**src/logic/issue_pkg.sv**
```systemverilog
package issue_pkg;

    localparam int data_width     = 16;   // Register value width
    localparam int phys_reg_count = 32;
    localparam int tag_bits       = 5;    // Physical register tag
    localparam int rs_size        = 8;    // Reservation station entries
    localparam int rs_index_bits  = 3;
    localparam int rs_count_bits  = 4;    // Free count runs 0 to 8
    localparam int opcode_bits    = 3;

    // Raw dispatch opcodes, codes 6 and 7 are illegal
    localparam logic [opcode_bits-1:0] raw_add = 3'd0;
    localparam logic [opcode_bits-1:0] raw_sub = 3'd1;
    localparam logic [opcode_bits-1:0] raw_and = 3'd2;
    localparam logic [opcode_bits-1:0] raw_or  = 3'd3;
    localparam logic [opcode_bits-1:0] raw_xor = 3'd4;
    localparam logic [opcode_bits-1:0] raw_sll = 3'd5;

    // Operation carried through the station to the ALU
    typedef enum logic [2:0] {
        op_add,
        op_sub,
        op_and,
        op_or,
        op_xor,
        op_sll   // Source 1 shifted left by low four bits of source 2
    } alu_op_t;

    // Dispatch handshake state
    typedef enum logic [1:0] {
        disp_idle,
        disp_ack,
        disp_drop   // Illegal opcode acknowledged, nothing written
    } dispatch_state_t;

endpackage

```
**src/logic/alu_execute.sv**
```systemverilog
`timescale 1ns/1ps

module alu_execute (
    input  logic                             clock,
    input  logic                             reset,
    input  logic                             issue_valid,
    input  issue_pkg::alu_op_t               issue_op,
    input  logic [issue_pkg::tag_bits-1:0]   issue_dest,
    input  logic [issue_pkg::data_width-1:0] read_data1,
    input  logic [issue_pkg::data_width-1:0] read_data2,
    output logic                             alu_valid,
    output logic [issue_pkg::tag_bits-1:0]   alu_dest,
    output logic [issue_pkg::data_width-1:0] alu_value
);
    import issue_pkg::*;

    logic [data_width-1:0] result;

    always_comb begin
        case (issue_op)
            op_add:  result = read_data1 + read_data2;   // Wraps at 16 bits
            op_sub:  result = read_data1 - read_data2;
            op_and:  result = read_data1 & read_data2;
            op_or:   result = read_data1 | read_data2;
            op_xor:  result = read_data1 ^ read_data2;
            op_sll:  result = read_data1 << read_data2[3:0];
            default: result = '0;
        endcase
    end

    always_ff @(posedge clock) begin
        if (reset) begin
            alu_valid <= 1'b0;
        end else begin
            alu_valid <= issue_valid;
        end
    end

    always_ff @(posedge clock) begin
        alu_dest  <= issue_dest;
        alu_value <= result;
    end

endmodule

```
**src/logic/dispatch_decode.sv**
```systemverilog
`timescale 1ns/1ps

module dispatch_decode (
    input  logic                              clock,
    input  logic                              reset,
    input  logic                              dispatch_req,
    input  logic [issue_pkg::opcode_bits-1:0] dispatch_opcode,
    input  logic [issue_pkg::tag_bits-1:0]    dispatch_src1,
    input  logic [issue_pkg::tag_bits-1:0]    dispatch_src2,
    input  logic [issue_pkg::tag_bits-1:0]    dispatch_dest,
    input  logic                              src1_ready,
    input  logic                              src2_ready,
    input  logic [issue_pkg::rs_count_bits-1:0] rs_free_count,
    output logic                              dispatch_ack,
    output logic                              dispatch_illegal,
    output logic                              alloc_valid,
    output issue_pkg::alu_op_t                alloc_op,
    output logic [issue_pkg::tag_bits-1:0]    alloc_src1,
    output logic [issue_pkg::tag_bits-1:0]    alloc_src2,
    output logic                              alloc_src1_ready,
    output logic                              alloc_src2_ready,
    output logic [issue_pkg::tag_bits-1:0]    alloc_dest,
    output logic                              claim_valid,
    output logic [issue_pkg::tag_bits-1:0]    claim_tag
);
    import issue_pkg::*;

    dispatch_state_t state;
    logic legal;

    always_comb begin
        legal    = 1'b1;
        alloc_op = op_add;
        case (dispatch_opcode)
            raw_add: alloc_op = op_add;
            raw_sub: alloc_op = op_sub;
            raw_and: alloc_op = op_and;
            raw_or:  alloc_op = op_or;
            raw_xor: alloc_op = op_xor;
            raw_sll: alloc_op = op_sll;
            default: legal = 1'b0;
        endcase
    end

    // Take a legal instruction only when the station has room
    assign alloc_valid = (state == disp_idle) && dispatch_req && legal &&
                         (rs_free_count != '0);

    always_ff @(posedge clock) begin
        if (reset) begin
            state <= disp_idle;
        end else begin
            case (state)
                disp_idle: begin
                    if (dispatch_req && !legal) begin
                        state <= disp_drop;
                    end else if (alloc_valid) begin
                        state <= disp_ack;
                    end
                end
                default: begin
                    if (!dispatch_req) state <= disp_idle;  // Ack drops after req low
                end
            endcase
        end
    end

    assign dispatch_ack     = (state != disp_idle);
    assign dispatch_illegal = (state == disp_drop);

    assign alloc_src1       = dispatch_src1;
    assign alloc_src2       = dispatch_src2;
    assign alloc_src1_ready = src1_ready;   // Scoreboard read, broadcast forwarded
    assign alloc_src2_ready = src2_ready;
    assign alloc_dest       = dispatch_dest;

    // Destination goes not ready in the allocation cycle
    assign claim_valid = alloc_valid;
    assign claim_tag   = dispatch_dest;

endmodule

```
**src/logic/issue_core.sv**
```systemverilog
`timescale 1ns/1ps

module issue_core (
    input  logic                              clock,
    input  logic                              reset,
    input  logic                              dispatch_req,
    input  logic [issue_pkg::opcode_bits-1:0] dispatch_opcode,
    input  logic [issue_pkg::tag_bits-1:0]    dispatch_src1,
    input  logic [issue_pkg::tag_bits-1:0]    dispatch_src2,
    input  logic [issue_pkg::tag_bits-1:0]    dispatch_dest,
    output logic                              dispatch_ack,
    output logic                              dispatch_illegal,
    output logic                              result_valid,
    output logic [issue_pkg::tag_bits-1:0]    result_tag,
    output logic [issue_pkg::data_width-1:0]  result_value
);
    import issue_pkg::*;

    // Decode to station and scoreboard
    logic                alloc_valid;
    alu_op_t             alloc_op;
    logic [tag_bits-1:0] alloc_src1;
    logic [tag_bits-1:0] alloc_src2;
    logic                alloc_src1_ready;
    logic                alloc_src2_ready;
    logic [tag_bits-1:0] alloc_dest;
    logic                claim_valid;
    logic [tag_bits-1:0] claim_tag;
    logic                src1_ready;
    logic                src2_ready;

    // Station and selector
    logic [rs_size-1:0]       entry_valid;
    logic [rs_size-1:0]       entry_ready;
    logic                     issue_valid;
    logic [rs_index_bits-1:0] issue_index;
    logic [rs_count_bits-1:0] rs_free_count;
    alu_op_t                  issue_op;
    logic [tag_bits-1:0]      issue_src1;
    logic [tag_bits-1:0]      issue_src2;
    logic [tag_bits-1:0]      issue_dest;

    // Execute and broadcast
    logic [data_width-1:0] read_data1;
    logic [data_width-1:0] read_data2;
    logic                  alu_valid;
    logic [tag_bits-1:0]   alu_dest;
    logic [data_width-1:0] alu_value;
    logic                  cdb_valid;
    logic [tag_bits-1:0]   cdb_tag;
    logic [data_width-1:0] cdb_value;

    dispatch_decode decode_i (
        .clock(clock), .reset(reset),
        .dispatch_req(dispatch_req), .dispatch_opcode(dispatch_opcode),
        .dispatch_src1(dispatch_src1), .dispatch_src2(dispatch_src2),
        .dispatch_dest(dispatch_dest),
        .src1_ready(src1_ready), .src2_ready(src2_ready),
        .rs_free_count(rs_free_count),
        .dispatch_ack(dispatch_ack), .dispatch_illegal(dispatch_illegal),
        .alloc_valid(alloc_valid), .alloc_op(alloc_op),
        .alloc_src1(alloc_src1), .alloc_src2(alloc_src2),
        .alloc_src1_ready(alloc_src1_ready), .alloc_src2_ready(alloc_src2_ready),
        .alloc_dest(alloc_dest),
        .claim_valid(claim_valid), .claim_tag(claim_tag)
    );

    reservation_station rs_i (
        .clock(clock), .reset(reset),
        .alloc_valid(alloc_valid), .alloc_op(alloc_op),
        .alloc_src1(alloc_src1), .alloc_src2(alloc_src2),
        .alloc_src1_ready(alloc_src1_ready), .alloc_src2_ready(alloc_src2_ready),
        .alloc_dest(alloc_dest),
        .cdb_valid(cdb_valid), .cdb_tag(cdb_tag),
        .issue_valid(issue_valid), .issue_index(issue_index),
        .entry_valid(entry_valid), .entry_ready(entry_ready),
        .issue_op(issue_op), .issue_src1(issue_src1),
        .issue_src2(issue_src2), .issue_dest(issue_dest)
    );

    issue_select select_i (
        .entry_valid(entry_valid), .entry_ready(entry_ready),
        .issue_valid(issue_valid), .issue_index(issue_index),
        .rs_free_count(rs_free_count)
    );

    // Operand ports follow the issued entry, ready ports follow dispatch
    phys_reg_file prf_i (
        .clock(clock), .reset(reset),
        .read_src1(issue_src1), .read_src2(issue_src2),
        .ready_src1(dispatch_src1), .ready_src2(dispatch_src2),
        .claim_valid(claim_valid), .claim_tag(claim_tag),
        .cdb_valid(cdb_valid), .cdb_tag(cdb_tag), .cdb_value(cdb_value),
        .read_data1(read_data1), .read_data2(read_data2),
        .src1_ready(src1_ready), .src2_ready(src2_ready)
    );

    alu_execute alu_i (
        .clock(clock), .reset(reset),
        .issue_valid(issue_valid), .issue_op(issue_op), .issue_dest(issue_dest),
        .read_data1(read_data1), .read_data2(read_data2),
        .alu_valid(alu_valid), .alu_dest(alu_dest), .alu_value(alu_value)
    );

    result_writeback wb_i (
        .clock(clock), .reset(reset),
        .alu_valid(alu_valid), .alu_dest(alu_dest), .alu_value(alu_value),
        .cdb_valid(cdb_valid), .cdb_tag(cdb_tag), .cdb_value(cdb_value),
        .result_valid(result_valid), .result_tag(result_tag),
        .result_value(result_value)
    );

endmodule

```
**src/logic/issue_select.sv**
```systemverilog
`timescale 1ns/1ps

module issue_select (
    input  logic [issue_pkg::rs_size-1:0]       entry_valid,
    input  logic [issue_pkg::rs_size-1:0]       entry_ready,
    output logic                                issue_valid,
    output logic [issue_pkg::rs_index_bits-1:0] issue_index,
    output logic [issue_pkg::rs_count_bits-1:0] rs_free_count
);
    import issue_pkg::*;

    logic [rs_size-1:0] candidates;

    assign candidates = entry_valid & entry_ready;

    // Priority encoder, lowest index first
    always_comb begin
        issue_valid = 1'b0;
        issue_index = '0;
        for (int i = rs_size - 1; i >= 0; i--) begin
            if (candidates[i]) begin
                issue_valid = 1'b1;
                issue_index = rs_index_bits'(i);
            end
        end
    end

    // Count of empty slots for dispatch back-pressure
    always_comb begin
        rs_free_count = '0;
        for (int i = 0; i < rs_size; i++) begin
            if (!entry_valid[i]) rs_free_count = rs_free_count + rs_count_bits'(1);
        end
    end

endmodule

```
**src/logic/phys_reg_file.sv**
```systemverilog
`timescale 1ns/1ps

module phys_reg_file (
    input  logic                             clock,
    input  logic                             reset,
    input  logic [issue_pkg::tag_bits-1:0]   read_src1,
    input  logic [issue_pkg::tag_bits-1:0]   read_src2,
    input  logic [issue_pkg::tag_bits-1:0]   ready_src1,
    input  logic [issue_pkg::tag_bits-1:0]   ready_src2,
    input  logic                             claim_valid,
    input  logic [issue_pkg::tag_bits-1:0]   claim_tag,
    input  logic                             cdb_valid,
    input  logic [issue_pkg::tag_bits-1:0]   cdb_tag,
    input  logic [issue_pkg::data_width-1:0] cdb_value,
    output logic [issue_pkg::data_width-1:0] read_data1,
    output logic [issue_pkg::data_width-1:0] read_data2,
    output logic                             src1_ready,
    output logic                             src2_ready
);
    import issue_pkg::*;

    logic [data_width-1:0]     value_q [phys_reg_count];
    logic [phys_reg_count-1:0] ready_q;   // Scoreboard

    always_ff @(posedge clock) begin
        if (reset) begin
            // Register p starts at value p
            for (int p = 0; p < phys_reg_count; p++) begin
                value_q[p] <= data_width'(p);
            end
            ready_q <= '1;
        end else begin
            if (claim_valid) ready_q[claim_tag] <= 1'b0;
            if (cdb_valid) begin
                value_q[cdb_tag] <= cdb_value;
                ready_q[cdb_tag] <= 1'b1;
            end
        end
    end

    // Operand reads for the issued entry
    assign read_data1 = value_q[read_src1];
    assign read_data2 = value_q[read_src2];

    // Decode readiness with the current broadcast forwarded
    assign src1_ready = ready_q[ready_src1] | (cdb_valid && (cdb_tag == ready_src1));
    assign src2_ready = ready_q[ready_src2] | (cdb_valid && (cdb_tag == ready_src2));

endmodule

```
**src/logic/reservation_station.sv**
```systemverilog
`timescale 1ns/1ps

module reservation_station (
    input  logic                                clock,
    input  logic                                reset,
    input  logic                                alloc_valid,
    input  issue_pkg::alu_op_t                  alloc_op,
    input  logic [issue_pkg::tag_bits-1:0]      alloc_src1,
    input  logic [issue_pkg::tag_bits-1:0]      alloc_src2,
    input  logic                                alloc_src1_ready,
    input  logic                                alloc_src2_ready,
    input  logic [issue_pkg::tag_bits-1:0]      alloc_dest,
    input  logic                                cdb_valid,
    input  logic [issue_pkg::tag_bits-1:0]      cdb_tag,
    input  logic                                issue_valid,
    input  logic [issue_pkg::rs_index_bits-1:0] issue_index,
    output logic [issue_pkg::rs_size-1:0]       entry_valid,
    output logic [issue_pkg::rs_size-1:0]       entry_ready,
    output issue_pkg::alu_op_t                  issue_op,
    output logic [issue_pkg::tag_bits-1:0]      issue_src1,
    output logic [issue_pkg::tag_bits-1:0]      issue_src2,
    output logic [issue_pkg::tag_bits-1:0]      issue_dest
);
    import issue_pkg::*;

    logic [rs_size-1:0]  valid_q;
    logic [rs_size-1:0]  rdy1_q;
    logic [rs_size-1:0]  rdy2_q;
    alu_op_t             op_q   [rs_size];
    logic [tag_bits-1:0] src1_q [rs_size];
    logic [tag_bits-1:0] src2_q [rs_size];
    logic [tag_bits-1:0] dest_q [rs_size];

    logic [rs_index_bits-1:0] alloc_slot;
    logic                     wake1;
    logic                     wake2;

    // Lowest free slot, scanned from the top so index 0 wins
    always_comb begin
        alloc_slot = '0;
        for (int i = rs_size - 1; i >= 0; i--) begin
            if (!valid_q[i]) alloc_slot = rs_index_bits'(i);
        end
    end

    // Broadcast in the allocation cycle wakes the new entry too
    assign wake1 = cdb_valid && (cdb_tag == alloc_src1);
    assign wake2 = cdb_valid && (cdb_tag == alloc_src2);

    always_ff @(posedge clock) begin
        if (reset) begin
            valid_q <= '0;
        end else begin
            if (issue_valid) valid_q[issue_index] <= 1'b0;
            if (alloc_valid) valid_q[alloc_slot] <= 1'b1;  // Slot is free, never the issued one
        end
    end

    always_ff @(posedge clock) begin
        for (int i = 0; i < rs_size; i++) begin
            // Tag CAM on every stored source
            if (cdb_valid && (src1_q[i] == cdb_tag)) rdy1_q[i] <= 1'b1;
            if (cdb_valid && (src2_q[i] == cdb_tag)) rdy2_q[i] <= 1'b1;
        end
        if (alloc_valid) begin
            op_q[alloc_slot]   <= alloc_op;
            src1_q[alloc_slot] <= alloc_src1;
            src2_q[alloc_slot] <= alloc_src2;
            dest_q[alloc_slot] <= alloc_dest;
            rdy1_q[alloc_slot] <= alloc_src1_ready | wake1;
            rdy2_q[alloc_slot] <= alloc_src2_ready | wake2;
        end
    end

    assign entry_valid = valid_q;
    assign entry_ready = valid_q & rdy1_q & rdy2_q;

    // Selected entry fields for the register file and ALU
    assign issue_op   = op_q[issue_index];
    assign issue_src1 = src1_q[issue_index];
    assign issue_src2 = src2_q[issue_index];
    assign issue_dest = dest_q[issue_index];

endmodule

```
**src/logic/result_writeback.sv**
```systemverilog
`timescale 1ns/1ps

module result_writeback (
    input  logic                             clock,
    input  logic                             reset,
    input  logic                             alu_valid,
    input  logic [issue_pkg::tag_bits-1:0]   alu_dest,
    input  logic [issue_pkg::data_width-1:0] alu_value,
    output logic                             cdb_valid,
    output logic [issue_pkg::tag_bits-1:0]   cdb_tag,
    output logic [issue_pkg::data_width-1:0] cdb_value,
    output logic                             result_valid,
    output logic [issue_pkg::tag_bits-1:0]   result_tag,
    output logic [issue_pkg::data_width-1:0] result_value
);
    import issue_pkg::*;

    logic                  valid_q;
    logic [tag_bits-1:0]   tag_q;
    logic [data_width-1:0] value_q;

    always_ff @(posedge clock) begin
        if (reset) begin
            valid_q <= 1'b0;
        end else begin
            valid_q <= alu_valid;
        end
    end

    always_ff @(posedge clock) begin
        tag_q   <= alu_dest;
        value_q <= alu_value;
    end

    // One registered copy feeds both the broadcast and the port
    assign cdb_valid    = valid_q;
    assign cdb_tag      = tag_q;
    assign cdb_value    = value_q;
    assign result_valid = valid_q;
    assign result_tag   = tag_q;
    assign result_value = value_q;

endmodule

```
**config.mk**
```make
export PLATFORM = sky130hd
export DESIGN_NAME = issue_core
export DESIGN_NICKNAME = d
export VERILOG_FILES = /design/src/logic/issue_pkg.sv /design/src/logic/alu_execute.sv /design/src/logic/dispatch_decode.sv /design/src/logic/issue_core.sv /design/src/logic/issue_select.sv /design/src/logic/phys_reg_file.sv /design/src/logic/reservation_station.sv /design/src/logic/result_writeback.sv
export SDC_FILE = /design/constraint.sdc
export NUM_CORES = 2
export LEC_CHECK = 0
export ABC_AREA = 0
export BUFFER_PORTS_ARGS = -buffer_cell sky130_fd_sc_hd__buf_2
export CORE_MARGIN = 5
export CORE_UTILIZATION = 34
export DETAILED_ROUTE_END_ITERATION = 10
export GPL_ROUTABILITY_DRIVEN = 1
export MAX_ROUTING_LAYER = met4
export PLACE_DENSITY_LB_ADDON = 0.05
export SLEW_MARGIN = 20
export SYNTH_ARGS = -nofsm -noshare
export SYNTH_HDL_FRONTEND = slang
export SYNTH_SLANG_ARGS = --single-unit
```
**constraint.sdc**
```tcl
create_clock -name clock -period 8.7 [get_ports clock]
set_input_delay 1.74 -clock clock [delete_from_list [all_inputs] [get_ports clock]]
set_output_delay 1.74 -clock clock [all_outputs]
set_load 0.005 [all_outputs]
```
* Word-level counts from Yosys, hierarchy flattened
Memories as Yosys holds them, arrays and structs flattened. A register that Yosys moved wholly into a read port is not among the register bits. Index checks and enable logic that the tools add are counted.
Word-level totals: register bits after elaboration 97, bits in writable memories 656, memories 5
Memories:
- prf_i.value_q | words 32, width 16, rd ports 2, clocked after Yosys merged registers in 0, wr ports 32, RTL line phys_reg_file.sv:22 | logic [data_width-1:0] value_q [phys_reg_count];
- rs_i.dest_q | words 8, width 5, rd ports 1, clocked after Yosys merged registers in 1, wr ports 1, RTL line reservation_station.sv:32 | logic [tag_bits-1:0] dest_q [rs_size];
- rs_i.src1_q | words 8, width 5, rd ports 9, clocked after Yosys merged registers in 0, wr ports 1, RTL line reservation_station.sv:30 | logic [tag_bits-1:0] src1_q [rs_size];
- rs_i.src2_q | words 8, width 5, rd ports 9, clocked after Yosys merged registers in 0, wr ports 1, RTL line reservation_station.sv:31 | logic [tag_bits-1:0] src2_q [rs_size];
- rs_i.op_q | words 8, width 3, rd ports 1, clocked after Yosys merged registers in 0, wr ports 1, RTL line reservation_station.sv:29 | alu_op_t op_q [rs_size];
Cells by class: add/sub/neg operators 9, $lt $le $gt $ge 10, eq/ne operators 31, shift-type cells 1, multiplexer cells 87, bitwise operators 16, reductions and logical operators 35
Operators with widths (count):
- 32-bit 2-to-1 mux | 3
- 16-bit one-hot mux with 6 select lines | 1
- 5-bit == test | 18
- 3-bit 2-to-1 mux | 16
- 1-bit 2-to-1 mux | 40
- 8-bit 2-to-1 mux | 5
- 32-bit bitwise AND | 1
- 8-bit bitwise AND | 4
- 32-bit inverter | 1
- 32-bit OR | 1
- 4-bit 2-to-1 mux | 7
- 1-bit logical AND | 26
- 4-bit by 1-bit adder with 4-bit output (second input constant) | 6
- 5-bit by 6-bit < comparator with 1-bit output (second input constant) | 4
- 16-bit adder | 1
- 16-bit bitwise AND | 1
- 8-bit bitwise mux | 2
- 16-bit 2-to-1 mux | 1
- 16-bit OR | 1
- 16-bit OR reduction | 1
- 16-bit by 4-bit left shift with 16-bit output | 1
- 16-bit subtractor | 1
- 16-bit XOR | 1
- 3-bit one-hot mux with 5 select lines | 1
- 25 further kinds | 45

* Depth between registers and ports, before layout
depth after elaboration 21, gate-level depth with buffers 37

* Modules after synthesis
A second synthesis with hierarchy kept.
Unflattened totals: cells, all modules 2852, area total of the unflattened synthesis 41676.2 um^2
Modules (own cells, without submodules):
- phys_reg_file | times used 1, cells each 1808, area an instance 29069.1 um^2
- reservation_station | times used 1, cells each 451, area an instance 7641.1 um^2
- alu_execute | times used 1, cells each 404, area an instance 3219.3 um^2
- issue_select | times used 1, cells each 105, area an instance 800.8 um^2
- result_writeback | times used 1, cells each 45, area an instance 619.3 um^2
- dispatch_decode | times used 1, cells each 39, area an instance 326.6 um^2

* Worst setup path after synthesis
No wires, ideal clock.
path kind register to register, from register rs_i.valid_q[3] (netlist: rs_i.entry_valid[3]), to register alu_i.alu_value[15] (netlist bit), library setup time 79 ps, arrival 6548 ps, required time 8621 ps, path slack 2073 ps, cell stages (with the launch flop) 35, path buffers 6, clock period less this slack 6627 ps, cell sequence dfxtp_1 > buf_6 > and3_1 > buf_6 > a211oi_4 > o21ai_4 > a211o_1 > nand4_4 > buf_8 > nand2_1 > a32oi_1 > nor2_1 > o311a_1 > a221o_1 > buf_6 > buf_6 > buf_2 > ha_1 > a21oi_1 > ha_1 > nor2b_1 > o21ai_0 > a21oi_1 > o21ai_0 > a21oi_1 > o21ai_0 > a21oi_1 > or4_1 > a31o_2 > a21oi_1 > o21ai_0 > xnor2_1 > mux2i_1 > nand2_1 > o211ai_1
On the way: word-level cells in the longest chain between the ends 11, elaborated cells between the ends (all ways) 24
Ends and longest elaborated chain:
- start: declaration | RTL line reservation_station.sv:26 | logic [rs_size-1:0] valid_q;
- start signal: assignment | RTL line reservation_station.sv:52 | valid_q <= '0;
- start signal: indexed assignment | RTL line reservation_station.sv:54 | if (issue_valid) valid_q[issue_index] <= 1'b0;
- start signal: indexed assignment | RTL line reservation_station.sv:55 | if (alloc_valid) valid_q[alloc_slot] <= 1'b1;
- 8-bit bitwise AND (2 in series) | RTL line reservation_station.sv:76 | assign entry_ready = valid_q & rdy1_q & rdy2_q;
- 8-bit bitwise AND * | RTL line issue_select.sv:14 | assign candidates = entry_valid & entry_ready;
- 3-bit 2-to-1 mux * (4 in series) | RTL line issue_select.sv:21 | if (candidates[i]) begin
- memory read 8 x 5 bit, on equally long branches
- memory read 32 x 16 bit
- 16-bit subtractor, or another cell as far along | RTL line alu_execute.sv:22 | op_sub: result = read_data1 - read_data2;
- 16-bit one-hot mux with 6 select lines * | RTL line alu_execute.sv:20 | case (issue_op)
- via alu_i.result[15] | RTL line alu_execute.sv:17 | logic [data_width-1:0] result;
- end signal: assignment | RTL line alu_execute.sv:41 | alu_value <= result;
- end: declaration | RTL line alu_execute.sv:13 | output logic [issue_pkg::data_width-1:0] alu_value
The timed path passes the listed nets; every way through them passes the cells marked *. A chain may end at the register's enable or synchronous reset.

* Worst setup path after layout
Ends and elaborated chain as after synthesis.

==> impl_metrics.json <==
{
  "cap_violations": 0,
  "ys_seq_elements": 758,
  "clk_pin_slew_worst_paths_ns": 0.06,
  "skew_ns": 0.0557,
  "synth_ff_type": "edfxtp_1",
  "overflow": 0,
  "synthToLayoutAreaGrowth_pct": 13.3,
  "syn-cell-area_um2": 42400,
  "cts_tree": "yes",
  "die_area_um2": 132000,
  "multi_input_area_um2": 19000,
  "io_buffers": 44,
  "power_leakage_nw": 17.7,
  "drive_above_1_share_pct": 14.2,
  "wire_per_inst_um": 32.9,
  "fin_crit_ns": 8.19,
  "worst_slack_ns": 0.508,
  "drt_iter0_drc": 3821,
  "die_width_um": 363,
  "die_y_um": 363,
  "clockBufferDepth": 3,
  "grt_start_max_net_pins": 105,
  "htree_levels": 3,
  "core_area_um2": 124000,
  "syn_avg_cell_area_um2": 10.4,
  "worstMarginPinSlew_ns": 1.09,
  "crit_type": "reg2reg",
  "endpoint": "alu_i.alu_value[15]",
  "synth_nets": 4161,
  "finalInstanceArea_um2": 48100,
  "fp-row-count": 129,
  "io_pins": 45,
  "drt-total-wl_um": 191000,
  "viasPerCell": 5.85,
  "ys_seq_area_share_pct": 51.3,
  "cp.arrival_ns": 8.75,
  "synth-edff-count": 656,
  "drc": 0,
  "cts-resized-gates": 0,
  "ctsHoldBuffers": 0,
  "rr_endpoint": "alu_i.alu_value[15]",
  "regArea_um2": 21700,
  "ys_warn_count": 0,
  "root_buffer": "clkbuf_16",
  "critPathRequiredTime_ns": 9.26,
  "hp-class": "reg2reg",
  "fill_cells": 12100,
  "dp.cells": 5643,
  "reg2reg_depth": 26,
  "cts_buffers": 93,
  "report.final.slew_viol_count": 0,
  "endpoint_kind": "flop",
  "cp-start-kind": "flop",
  "final_antenna_net_count": 0,
  "hold_viol": 0,
  "fin_cells": 5826,
  "regToRegSetupSlack_ns": 0.51,
  "placed_area_um2": 45000,
  "syn_inst": 4078,
  "p_per_area_nw_per_um2": 437,
  "r2r-start": "rs_i.entry_valid[3]",
  "grt_pass1_wl_um": 265000,
  "ir_drop_mv": 0.223,
  "max_slew_margin_pct": 27.4,
  "fmax_mhz": 122,
  "cp_max_fo": 20,
  "crit_start": "rs_i.entry_valid[3]",
  "status": "completed",
  "clock-sinks": 758,
  "gp_congestion": 0.915,
  "via_count": 34100,
  "layout.nets": 4186,
  "ys_async_sr_fraction_pct": 0,
  "fin_crit_sh_pct": 94.2,
  "post-place-ws_ns": 0.503,
  "grt_pass1_vias": 32500,
  "rsz0062_at_grt": "false",
  "first_pass_iters": 8,
  "grt_use_total_pct": 29.2,
  "dp_hpwl_um": 130000,
  "ys_types": 98,
  "start_util_pct": 34.3,
  "finalSetupViolCount": 0,
  "clk_latency_ns": 0.73,
  "antenna_found_initial": 11,
  "setup_tns_ns": 0
}
-- layout make-up --
type | count | share of cell area, %
Antenna cell | 9 | 0.0469
Timing Repair Buffer | 252 | 4.05
Clock inverter | 55 | 1.12
Tap cell | 1637 | 4.26
Clock buffer | 117 | 5.13
Multi-Input combinational cell | 2922 | 39.6
Inverter | 76 | 0.594
Sequential cell | 758 | 45.2
-- state kept, by name, summed over array words and instances (netlist names) --
signal and flops:
prf_i.value_q 512, rs_i.dest_q 40, rs_i.src1_q 40, rs_i.src2_q 40, prf_i.ready_q 32, rs_i.op_q 24
alu_i.alu_value 16, wb_i.cdb_value 16, rs_i.entry_valid 8, rs_i.rdy1_q 8, rs_i.rdy2_q 8, alu_i.alu_dest 5
wb_i.cdb_tag 5, decode_i.state 2, alu_i.alu_valid 1, wb_i.cdb_valid 1
-- worst min path at each step --
stage	from	end	slack, ns	cells after the start
4_1_cts	alu_i.alu_value[8]	wb_i.cdb_value[8]	0.29	0
6_report	alu_i.alu_value[8]	wb_i.cdb_value[8]	0.29	0
5_1_grt	alu_i.alu_value[8]	wb_i.cdb_value[8]	0.29	0
3_5_place_dp	alu_i.alu_dest[1]	wb_i.cdb_tag[1]	0.31	0
3_3_place_gp	alu_i.alu_value[0]	wb_i.cdb_value[0]	0.31	0
2_1_floorplan	alu_i.alu_dest[0]	wb_i.cdb_tag[0]	0.31	0
-- through the flow --
step           hold slack [ns]  util, %  power [mW]
3_5_place_dp             0.312     36.4        17.0
2_1_floorplan            0.310        -        11.8
3_3_place_gp             0.310     36.3        17.0
6_report                 0.290     38.8        21.0
5_1_grt                  0.286     38.8        21.9
4_1_cts                  0.286     38.8        20.9
-- where the power goes --
part,internal (mW),switching (mW)
registers,4.23,0.162
logic,4.07,8.65
clock network,2.23,1.69
total,10.5,10.5
-- metal layers --
metal	GRT usage, %	vias to the layer above	share of wire (%)
li1	-	14800	-
met1	39.6	17400	44
met2	45.2	1526	46
met3	4.48	299	6.8
met4	9.48	0	3.7
met5	-	-	0
-- logic make-up (layout without fill, tap and decap cells) --
family	count (synthesis)	in the layout	share of synthesized area (%)
and+or+nand+nor	1929	1929	22.6
DFF	758	758	51.3
AOI/OAI and AO/OA	574	574	10.1
buffers and inverters	398	500	4.30
muxes	230	230	7.30
xor gates and xnor gates	127	127	2.62
adders and majority gates	62	62	1.85
other	0	9	0
-- Yosys cell counts, drive strengths merged, types with 40 or more instances --
cell type,number,share of area (%)
a211oi,48,0.98
a21o,40,0.71
a21oi,99,1.2
a311oi,61,1.3
a31oi,52,0.78
and2,436,6.4
and3,62,0.91
buf,168,2.3
clkbuf,154,1.4
dfxtp,102,4.8
edfxtp,656,46
ha,61,1.8
inv,76,0.67
mux2i,144,3.4
mux4,60,3.2
nand2,796,7.1
nand3,245,2.9
nor2,135,1.2
o21ai,57,0.70
or2,40,0.59
or3,85,1.3
xnor2,47,0.97
xor2,80,1.7
-- cells in the final DEF (no fill, tap or decap), types with 80 or more instances in the layout --
| master | instances |
|---|---|
| nand2_1 | 793 |
| edfxtp_1 | 656 |
| and2_1 | 436 |
| nand3_1 | 244 |
| buf_4 | 195 |
| mux2i_1 | 143 |
| nor2_1 | 120 |
| dfxtp_1 | 99 |
| a21oi_1 | 97 |
| clkbuf_16 | 93 |
| or3_1 | 84 |
| xor2_1 | 80 |
-- repair_timing --
action	4_1_cts	5_1_grt
endpoints found under the hold margin	0	0
setup endpoints to repair	0	1
buffers inserted	0	2
-- worst max-delay path: stages (launching register included) --
cell      delay [ns]
dfxtp_1         0.53
and3_1          0.47
a211o_1         0.59
a21boi_4        0.17
o211ai_2        0.45
nand4_4         0.47
buf_4           0.39
mux4_2          0.50
a21o_1          0.20
a31oi_1         0.37
buf_4           0.19
a22o_1          0.45
inv_1           0.17
o31ai_1         0.38
xnor2_1         0.17
ha_1            0.26
inv_1           0.07
a21oi_1         0.05
o21ai_0         0.23
a21oi_1         0.14
or4_1           0.47
a31o_2          0.27
a21oi_1         0.21
o21ai_0         0.18
xnor2_1         0.29
mux2i_1         0.24
o211ai_1        0.09
No activity file was read; power rests on OpenSTA's default activity.
